[src/fpu_pkg.sv]
// ~~~~~~~~~~~~~~~~~~~~~~~~~~~~~~
// fpu compare unit shared types
// widths, op codes, flag bits, csr
// map and bus structs.
// ~~~~~~~~~~~~~~~~~~~~~~~~~~~~~~

package fpu_pkg;

  // number format.
  localparam int unsigned FP_W   = 32;
  localparam int unsigned VEC_W  = 2 * FP_W;
  localparam int unsigned OP_W   = 2;
  localparam int unsigned FLAG_W = 4;

  // apb bus widths.
  localparam int unsigned APB_AW = 8;
  localparam int unsigned APB_DW = 32;

  typedef logic [FP_W-1:0]   fp_word_t;
  typedef logic [VEC_W-1:0]  fp_vec_t;
  typedef logic [OP_W-1:0]   fpu_op_t;
  typedef logic [FLAG_W-1:0] fp_flags_t;
  typedef logic [APB_AW-1:0] apb_addr_t;

  // op codes.
  localparam fpu_op_t OP_CMP_LO = 2'd0;
  localparam fpu_op_t OP_CMP_HI = 2'd1;
  localparam fpu_op_t OP_MIN    = 2'd2;
  localparam fpu_op_t OP_MAX    = 2'd3;

  // flag bit positions.
  localparam int unsigned FLAG_LT = 0;
  localparam int unsigned FLAG_EQ = 1;
  localparam int unsigned FLAG_GT = 2;
  localparam int unsigned FLAG_UN = 3;

  // canonical quiet nan.
  localparam fp_word_t QNAN = 32'h7fc0_0000;

  localparam int unsigned FPU_LATENCY = 4;

  typedef struct packed {
    logic    valid;
    fpu_op_t op;
    fp_vec_t a;
    fp_vec_t b;
  } fpu_req_t;

  typedef struct packed {
    logic      valid;
    fp_vec_t   data;
    fp_flags_t flags;
  } fpu_rsp_t;

  typedef struct packed {
    logic              psel;
    logic              penable;
    logic              pwrite;
    apb_addr_t         paddr;
    logic [APB_DW-1:0] pwdata;
  } apb_req_t;

  typedef struct packed {
    logic [APB_DW-1:0] prdata;
    logic              pready;
    logic              pslverr;
  } apb_rsp_t;

  // register map.
  localparam apb_addr_t CSR_CTRL   = 8'h00;
  localparam apb_addr_t CSR_STATUS = 8'h04;

endpackage
[src/fpu_top.sv]
// ~~~~~~~~~~~~~~~~~~~~~~~~~~~~~~
// fpu compare top level
// csr block plus two half unit.
// ~~~~~~~~~~~~~~~~~~~~~~~~~~~~~~

`timescale 1ns/1ps

module fpu_top (
  input  logic              clk,
  input  logic              arst_n,
  input  fpu_pkg::fpu_req_t req,
  output fpu_pkg::fpu_rsp_t rsp,
  input  fpu_pkg::apb_req_t apb_req,
  output fpu_pkg::apb_rsp_t apb_rsp
);
  import fpu_pkg::*;

  logic     nan_mode;
  fpu_rsp_t both_rsp;

  fpu_csr_apb u_csr (
    .clk      (clk),
    .arst_n   (arst_n),
    .apb_req  (apb_req),
    .apb_rsp  (apb_rsp),
    .rsp      (both_rsp),
    .nan_mode (nan_mode)
  );

  fpu_both u_both (
    .clk      (clk),
    .arst_n   (arst_n),
    .req      (req),
    .nan_mode (nan_mode),
    .rsp      (both_rsp)
  );

  assign rsp = both_rsp;

endmodule

[src/fpu_csr_apb.sv]
// ~~~~~~~~~~~~~~~~~~~~~~~~~~~~~~
// apb register block
// nan mode control, sticky invalid.
// ~~~~~~~~~~~~~~~~~~~~~~~~~~~~~~

`timescale 1ns/1ps

module fpu_csr_apb (
  input  logic              clk,
  input  logic              arst_n,
  input  fpu_pkg::apb_req_t apb_req,
  output fpu_pkg::apb_rsp_t apb_rsp,
  input  fpu_pkg::fpu_rsp_t rsp,
  output logic              nan_mode
);
  import fpu_pkg::*;

  logic wr_en;
  logic hit_ctrl;
  logic hit_status;
  logic invalid_q;

  // writes land on the access edge.
  assign wr_en      = apb_req.psel && apb_req.penable && apb_req.pwrite;
  assign hit_ctrl   = (apb_req.paddr == CSR_CTRL);
  assign hit_status = (apb_req.paddr == CSR_STATUS);

  always_ff @(posedge clk or negedge arst_n) begin
    if (!arst_n) begin
      nan_mode <= 1'b0;
    end else if (wr_en && hit_ctrl) begin
      nan_mode <= apb_req.pwdata[0];
    end
  end

  // set beats write one to clear.
  always_ff @(posedge clk or negedge arst_n) begin
    if (!arst_n) begin
      invalid_q <= 1'b0;
    end else if (rsp.valid && rsp.flags[FLAG_UN]) begin
      invalid_q <= 1'b1;
    end else if (wr_en && hit_status && apb_req.pwdata[0]) begin
      invalid_q <= 1'b0;
    end
  end

  always_comb begin
    apb_rsp.pready  = 1'b1;
    apb_rsp.pslverr = 1'b0;
    apb_rsp.prdata  = '0;
    if (hit_ctrl) begin
      apb_rsp.prdata = {{(APB_DW-1){1'b0}}, nan_mode};
    end else if (hit_status) begin
      apb_rsp.prdata = {{(APB_DW-1){1'b0}}, invalid_q};
    end else begin
      apb_rsp.pslverr = apb_req.psel && apb_req.penable;
    end
  end

endmodule

[src/fpu_both.sv]
// ~~~~~~~~~~~~~~~~~~~~~~~~~~~~~~
// two half simd compare unit
// high and low lanes share one op,
// flags picked by delayed opcode.
// ~~~~~~~~~~~~~~~~~~~~~~~~~~~~~~

`timescale 1ns/1ps

module fpu_both (
  input  logic             clk,
  input  logic             arst_n,
  input  fpu_pkg::fpu_req_t req,
  input  logic             nan_mode,
  output fpu_pkg::fpu_rsp_t rsp
);
  import fpu_pkg::*;

  logic      hi_valid;
  logic      lo_valid;
  fp_word_t  hi_data;
  fp_word_t  lo_data;
  fp_flags_t hi_flags;
  fp_flags_t lo_flags;

  // opcode follows the lanes.
  fpu_op_t   op_dly [FPU_LATENCY];

  fp_half_lane u_hi (
    .clk       (clk),
    .arst_n    (arst_n),
    .in_valid  (req.valid),
    .op        (req.op),
    .a         (req.a[VEC_W-1:FP_W]),
    .b         (req.b[VEC_W-1:FP_W]),
    .nan_mode  (nan_mode),
    .out_valid (hi_valid),
    .out_data  (hi_data),
    .out_flags (hi_flags)
  );

  fp_half_lane u_lo (
    .clk       (clk),
    .arst_n    (arst_n),
    .in_valid  (req.valid),
    .op        (req.op),
    .a         (req.a[FP_W-1:0]),
    .b         (req.b[FP_W-1:0]),
    .nan_mode  (nan_mode),
    .out_valid (lo_valid),
    .out_data  (lo_data),
    .out_flags (lo_flags)
  );

  always_ff @(posedge clk) begin
    op_dly[0] <= req.op;
    for (int i = 1; i < FPU_LATENCY; i++) begin
      op_dly[i] <= op_dly[i-1];
    end
  end

  always_comb begin
    rsp.valid = hi_valid | lo_valid;
    rsp.data  = {hi_data, lo_data};
    // only the high compare takes its flags from the high lane.
    if (op_dly[FPU_LATENCY-1] == OP_CMP_HI) begin
      rsp.flags = hi_flags;
    end else begin
      rsp.flags = lo_flags;
    end
  end

endmodule

[src/fp_half_lane.sv]
// ~~~~~~~~~~~~~~~~~~~~~~~~~~~~~~
// single precision half lane
// four stage compare, min and max.
// ~~~~~~~~~~~~~~~~~~~~~~~~~~~~~~

`timescale 1ns/1ps

module fp_half_lane (
  input  logic               clk,
  input  logic               arst_n,
  input  logic               in_valid,
  input  fpu_pkg::fpu_op_t   op,
  input  fpu_pkg::fp_word_t  a,
  input  fpu_pkg::fp_word_t  b,
  input  logic               nan_mode,
  output logic               out_valid,
  output fpu_pkg::fp_word_t  out_data,
  output fpu_pkg::fp_flags_t out_flags
);
  import fpu_pkg::*;

  function automatic logic is_nan(fp_word_t w);
    return (w[30:23] == 8'hff) && (w[22:0] != 23'd0);
  endfunction

  logic      s1_valid;
  logic      s2_valid;
  logic      s3_valid;
  fpu_op_t   s1_op;
  fpu_op_t   s2_op;
  fp_word_t  s1_a;
  fp_word_t  s1_b;
  fp_word_t  s2_a;
  fp_word_t  s2_b;
  logic      s1_mode;
  logic      s2_mode;
  logic      s1_a_nan;
  logic      s1_b_nan;
  logic      s2_a_nan;
  logic      s2_b_nan;
  logic      s1_a_neg;
  logic      s1_b_neg;
  logic      s1_a_zero;
  logic      s1_b_zero;
  logic      mag_lt;
  logic      mag_eq;
  fp_flags_t order_flags;
  fp_flags_t s2_flags;
  fp_flags_t s3_flags;
  fp_word_t  sel_data;
  fp_word_t  s3_data;

  always_ff @(posedge clk or negedge arst_n) begin
    if (!arst_n) begin
      s1_valid  <= 1'b0;
      s2_valid  <= 1'b0;
      s3_valid  <= 1'b0;
      out_valid <= 1'b0;
    end else begin
      s1_valid  <= in_valid;
      s2_valid  <= s1_valid;
      s3_valid  <= s2_valid;
      out_valid <= s3_valid;
    end
  end

  // magnitudes compare as unsigned integers.
  assign mag_lt = s1_a[30:0] < s1_b[30:0];
  assign mag_eq = s1_a[30:0] == s1_b[30:0];

  always_comb begin
    order_flags = '0;
    if (s1_a_nan || s1_b_nan) begin
      order_flags[FLAG_UN] = 1'b1;
    end else if (s1_a_zero && s1_b_zero) begin
      order_flags[FLAG_EQ] = 1'b1;
    end else if (s1_a_neg != s1_b_neg) begin
      order_flags[FLAG_LT] = s1_a_neg;
      order_flags[FLAG_GT] = s1_b_neg;
    end else if (mag_eq) begin
      order_flags[FLAG_EQ] = 1'b1;
    end else begin
      // negative operands flip the magnitude order.
      order_flags[FLAG_LT] = mag_lt ^ s1_a_neg;
      order_flags[FLAG_GT] = ~(mag_lt ^ s1_a_neg);
    end
  end

  always_comb begin
    sel_data = s2_a;
    if (s2_op == OP_CMP_LO || s2_op == OP_CMP_HI) begin
      sel_data = s2_flags[FLAG_LT] ? '1 : '0;
    end else if (s2_a_nan || s2_b_nan) begin
      if (s2_mode && !s2_a_nan) begin
        sel_data = s2_a;
      end else if (s2_mode && !s2_b_nan) begin
        sel_data = s2_b;
      end else begin
        sel_data = QNAN;
      end
    end else if (s2_op == OP_MIN) begin
      sel_data = s2_flags[FLAG_GT] ? s2_b : s2_a;
    end else begin
      sel_data = s2_flags[FLAG_LT] ? s2_b : s2_a;
    end
  end

  always_ff @(posedge clk) begin
    // stage 1, classify.
    s1_op     <= op;
    s1_a      <= a;
    s1_b      <= b;
    s1_mode   <= nan_mode;
    s1_a_nan  <= is_nan(a);
    s1_b_nan  <= is_nan(b);
    s1_a_neg  <= a[31];
    s1_b_neg  <= b[31];
    s1_a_zero <= (a[30:0] == 31'd0);
    s1_b_zero <= (b[30:0] == 31'd0);
    // stage 2, order.
    s2_op     <= s1_op;
    s2_a      <= s1_a;
    s2_b      <= s1_b;
    s2_mode   <= s1_mode;
    s2_a_nan  <= s1_a_nan;
    s2_b_nan  <= s1_b_nan;
    s2_flags  <= order_flags;
    // stage 3, select.
    s3_data   <= sel_data;
    s3_flags  <= s2_flags;
    // stage 4, output.
    out_data  <= s3_data;
    out_flags <= s3_flags;
  end

endmodule

[config.mk]
export PLATFORM = sky130hd
export DESIGN_NAME = fpu_top
export DESIGN_NICKNAME = d
export VERILOG_FILES = /design/src/fpu_pkg.sv /design/src/fpu_top.sv /design/src/fpu_csr_apb.sv /design/src/fpu_both.sv /design/src/fp_half_lane.sv
export SDC_FILE = /design/constraint.sdc
export NUM_CORES = 1
export LEC_CHECK = 0
export BUFFER_PORTS_ARGS = -buffer_cell sky130_fd_sc_hd__buf_2
export CAP_MARGIN = 20
export CORE_UTILIZATION = 49
export CTS_CLUSTER_SIZE = 25
export DETAILED_ROUTE_END_ITERATION = 16
export GPL_TIMING_DRIVEN = 0
export PLACE_DENSITY = 0.79
export SLEW_MARGIN = 20
export SYNTH_ARGS = -nofsm -noshare
export SYNTH_HDL_FRONTEND = slang
export SYNTH_SLANG_ARGS = --single-unit
[constraint.sdc]
create_clock -name clk -period 2 [get_ports clk]
set_clock_uncertainty 0.05 [all_clocks]
set_input_delay 0.2 -clock clk [delete_from_list [all_inputs] [get_ports clk]]
set_output_delay 0.2 -clock clk [all_outputs]
set_load 0.02 [all_outputs]
## Word level (Yosys, flattened, before mapping)

Memory sizes are Yosys's and may differ from the RTL's.
Index checks and enable logic that the tools add are counted.

- $lt $le $gt $ge: 2
- Equal/unequal tests: 12
- Multiplexer cells: 39
- Bitwise operators: 4
- Reductions and logical operators: 38

Operators with widths:

| kind | count |
|---|---|
| 32-bit two-way mux | 17 |
| 31-bit logical NOT | 4 |
| 23-bit nonzero test | 4 |
| 31-bit equality test | 2 |
| 31-bit less-than comparator | 2 |
| 8-bit equality test, second input constant | 4 |
| 1-bit two-way mux | 21 |
| 1-bit logical AND | 16 |
| 8-bit by 3-bit equality test with 1-bit output, second input constant | 1 |
| 8-bit logical NOT | 1 |
| 1-bit logical OR | 5 |
| 2-bit by 1-bit equality test with 1-bit output, second input constant | 2 |
| 1-bit logical NOT | 4 |
| 4-bit two-way mux | 1 |
| 2-bit OR reduction | 2 |
| 2-bit equality test, second input constant | 1 |
| 2-bit logical NOT | 1 |
| 1-bit inequality test | 2 |
| 1-bit NOT | 2 |
| 2-bit nonzero test | 1 |
| 1-bit bitwise XOR | 2 |

- Register bits after elaboration: 436
- RAM bits: 8
- Memories kept: 1

Memories:

| memory | depth | bits a word | rd ports | clocked after Yosys merged registers in | write ports | RTL line | source |
|---|---|---|---|---|---|---|---|
| u_both.op_dly | 4 | 2 | 4 | 0 | 4 | fpu_both.sv:26 | `fpu_op_t op_dly [FPU_LATENCY];` |

## Depth between registers and ports, before layout

- Depth in word-level cells: 6
- Gate-level depth with buffers: 8

## Hierarchy

Synthesis repeated with hierarchy kept, for this count alone.

- Cell total of the unflattened synthesis: 1,218
- Area, all modules: 14,163.6 um^2

By module, submodules not included:

| module | instances | cells each | area each (um^2) | sequential area each (um^2) |
|---|---|---|---|---|
| fp_half_lane (u_both.u_lo) | 1 | 579 | 6,770.2 | 4,424.2 |
| fp_half_lane (u_both.u_hi) | 1 | 577 | 6,735.2 | 4,424.2 |
| fpu_csr_apb | 1 | 48 | 417.9 | 50.0 |
| fpu_both | 1 | 14 | 240.2 | 160.2 |

## Worst setup path after synthesis

No wires, ideal clock.

- Path kind: register -> register
- Start: register u_both.u_lo.s1_b[30]
- End: register u_both.u_lo.s2_flags[0]
- Library setup time: 0.130 ns
- Arrival time: 1.886 ns
- Setup slack: -0.066 ns
- Stages on the path, launching flop included: 9
- Period minus slack after synthesis: 2.066 ns
- Cell sequence: dfxtp_1 inv_1 ha_1 nand3_2 or4_4 o31ai_2 o21ai_1 o311ai_1 o31ai_1

- Cells in the longest elaborated chain, start to end: 4

Ends and longest elaborated chain:

| what | RTL line | source |
|---|---|---|
| start, declared | fp_half_lane.sv:32 | `fp_word_t s1_b;` |
| start signal, assigned | fp_half_lane.sv:112 | `s1_b <= b;` |
| 31-bit less-than comparator | fp_half_lane.sv:68 | `assign mag_lt = s1_a[30:0] < s1_b[30:0];` |
| 1-bit bitwise XOR | fp_half_lane.sv:84 | `order_flags[FLAG_LT] = mag_lt ^ s1_a_neg;` |
| 1-bit two-way mux * | fp_half_lane.sv:80 | `end else if (mag_eq) begin` |
| 1-bit two-way mux * | fp_half_lane.sv:77 | `end else if (s1_a_neg != s1_b_neg) begin` |
| end signal, assigned | fp_half_lane.sv:127 | `s2_flags <= order_flags;` |
| end, declared | fp_half_lane.sv:48 | `fp_flags_t s2_flags;` |

Every way passes the cells marked *; elsewhere a longest branch is shown, timed or not.
A chain may end at the register's enable or synchronous reset.

## Worst setup path in the final report

- Start: register u_both.u_hi.s1_b[22]
- End: register u_both.u_hi.s2_flags[0]

- Cells in the longest elaborated chain, start to end: 4

Ends and longest elaborated chain:

| what | RTL line |
|---|---|
| start, declared | fp_half_lane.sv:32 |
| start signal, assigned | fp_half_lane.sv:112 |
| 31-bit less-than comparator | fp_half_lane.sv:68 |
| 1-bit bitwise XOR | fp_half_lane.sv:84 |
| 1-bit two-way mux * | fp_half_lane.sv:80 |
| 1-bit two-way mux * | fp_half_lane.sv:77 |
| end signal, assigned | fp_half_lane.sv:127 |
| end, declared | fp_half_lane.sv:48 |

Marked as above.

==> flow_summary.toml <==
[status]
status = "complete, but fails checks"
violations = "setup timing"

[clock_network]
cts_tree = "done"
clkLatencyLatePin_ps = 530
clk_pin_slew_ps = 70
htreeDepth = 2
root_buffer = "clkbuf_16"
cts_made_buffers = 41
cts_sinks = 436
clock_path_buffers = 3

[timing]
drv_slew = 0
timing.hold.ws_ps = 118
fin_ws_ps = -182
tightest_slew_ps = 796
fmax_ghz = 0.458
fin_setup_tns_ps = -741
finalCritPeriodShare_pct = 109
final-hold-violation-count = 0
rsz0062_at_grt = "true"
final-setup-viol-count = 6
fin_crit_ps = 2180
slew-limit-headroom_pct = 46.9

[final_layout]
drive_gt1_share_pct = 29.8
fin_nets = 1883
utilization_pct = 69.8
nFillCells = 1851
final-instance-count-excl-fill = 2047
mostFrequentLayoutCells = "dfxtp_1, buf_2, nand2_1, dlygate4sd3_1, inv_1"
final_common_cell = "dfxtp_1"
area_delta_synth_final_pct = 38.4

[power_and_ir_drop]
ir_drop_mv = 0.720
power.leakage_nw = 8.36
pwr_density_cell_nw_per_um2 = 1040

[floorplan]
ios = 279
rows = 60
start_util_pct = 50.4
die_w_um = 169
dieArea_um2 = 28600
core_area_um2 = 27200
die_h_um = 169

[route]
vias = 10800
via_per_inst = 5.30
wl_um = 39300
wl_per_cell_um = 19.2
drtIter0Drc = 665
ant_nets = 0
drtPass1Iterations = 5
drc = 0

[setup_path]
worst-path-stages = 7
critPathTopFamily = "simple AND/OR/NAND/NOR gates"
cp.required_ps = 2390
cp-start-kind = "flop"
path_cells = "inv_1, ha_4, nand4_1, or4_4, a21oi_4, o21ai_0, o211ai_1"
path_buf_inv = 1
critPathCapture = "u_both.u_hi.s2_flags[0]"
rr_endpoint = "u_both.u_hi.s2_flags[0]"
critPathMaxFanout = 3
slowest_stage = "or4_4"
critPathKind = "reg2reg"
arrival_ps = 2570
slowest_delay_ps = 570
ff2ff_setup_slack_ps = -180
reg2reg_from = "u_both.u_hi.s1_b[22]"
cp-end-kind = "flop"
rr_worst_depth = 7
crit_start = "u_both.u_hi.s1_b[22]"

[synth]
yosysWarnings = 0
syn-instance-count = 1207
synth_ff_type = "dfxtp_1"
synth_edf_count = 0
ys_async_sr_fraction_pct = 1.38
ys_seq_area_share_pct = 63.9
ys_types = 49
ys_seq_elements = 436
netlist_area_um2 = 13700
avgSynthCellArea_um2 = 11.4

[place]
dp_hpwl_um = 23400
pre_cts_slack_ps = -534
dp_cells = 1824
portBuffers = 215
gp_congestion = 0.892

[grt]
grt_pass1_wl_um = 57200
grt_usage_pct = 26.2
antenna_found_initial = 0
grt_pass1_vias = 10700
grt_max_degree = 16
grt_overflow = 0

[job]
cap_violations = 0

[worst_hold_path]
hp-class = "in2reg"
[cell families (layout without fill, tap and decap cells)]
group | after synthesis | in the layout | synth area share, %
other | 2 | 33 | 0.0548
and+or+nand+nor | 319 | 319 | 10.9
DFF | 436 | 436 | 63.9
AOI/OAI and AO/OA | 171 | 171 | 8.66
xor gates and xnor gates | 2 | 2 | 0.128
buffers and inverters | 143 | 580 | 4.91
muxes | 72 | 72 | 5.78
adders and majority gates | 62 | 62 | 5.66
[cell usage after synthesis, types with 24 or more instances]
master | n | area share, %
dfxtp_1 | 430 | 63
nor4_1 | 33 | 1.5
clkbuf_1 | 35 | 0.96
nand2_1 | 168 | 4.6
a31oi_1 | 46 | 2.1
mux2_2 | 42 | 3.5
buf_4 | 35 | 1.9
a22o_1 | 47 | 3.0
a21oi_1 | 26 | 0.95
inv_1 | 66 | 1.8
nand4_1 | 24 | 1.1
nand3_1 | 29 | 1.1
ha_1 | 62 | 5.7
[routing by layer]
metal | global-route usage, % | vias up | wire, um
met5 | 0 | - | 0
met4 | 13.8 | 0 | 1990
met3 | 5.01 | 155 | 2730
met2 | 44.3 | 513 | 18800
met1 | 31.5 | 5154 | 15800
li1 | - | 5023 | -
[through the flow]
stage	power [mW]	cell area (um^2)
after floorplan	10.9	13800
after global placement	11.5	15400
after detailed placement	11.6	15400
after CTS	19.5	18600
after global routing	20.4	19000
final	19.8	19000
[flip-flops by register name, summed over array words and instances, names as in the netlist, 8 cells and up]
signal                flops
u_both.u_lo.s2_a         32
u_both.u_lo.s1_a         32
u_both.u_lo.out_data     32
u_both.u_hi.s2_a         32
u_both.u_hi.s1_a         32
u_both.u_hi.s3_data      32
u_both.u_hi.s1_b         32
u_both.u_hi.s2_b         32
u_both.u_lo.s1_b         32
u_both.op_dly             8
u_both.u_lo.s3_data      32
u_both.u_lo.s2_b         32
u_both.u_hi.out_data     32
[area by class of cell]
cell class / count / area [um^2] / share of cell area (%)
Multi-Input combinational cell: 658 / 5050 / 26.6
Sequential cell: 436 / 8800 / 46.4
Tap cell: 372 / 465 / 2.45
Buffer: 76 / 478 / 2.52
Timing Repair Buffer: 366 / 2590 / 13.6
Clock inverter: 18 / 199 / 1.05
Antenna cell: 1 / 2.50 / 0.0132
Clock buffer: 54 / 1130 / 5.98
Inverter: 66 / 248 / 1.31
[worst min path at each step]
stage	from	endpoint	cells after the start
final	apb_req[40]	u_csr.invalid_q	5
after global routing	apb_req[41]	u_csr.invalid_q	5
after CTS	apb_req[41]	u_csr.invalid_q	5
after detailed placement	arst_n	u_csr.invalid_q	1
after global placement	arst_n	u_both.u_hi.out_valid	1
after floorplan	arst_n	u_both.u_hi.out_valid	0
[worst min-delay path, stage by stage]
cell and delay (ps):
buf_2 100, nand3_1 100, nor2_1 50, nand3_1 70, a22o_1 130
[timing repair]
action / 4_1_cts / 5_1_grt
pin swaps: 38 / 15
hold buffers: 135 / 0
endpoints found under the hold margin: 147 / 0
gates cloned: 0 / 2
setup endpoints to repair: 67 / 25
resized for setup: 89 / 59
setup buffers: 9 / 5
[power by group]
| group | total [mW] | internal [mW] | switching (mW) |
|---|---|---|---|
| combinational | 2.33 | 1.11 | 1.22 |
| sequential | 9.71 | 9.38 | 0.333 |
| clock | 7.74 | 4.52 | 3.22 |
(Power assumes the default switching activity.)
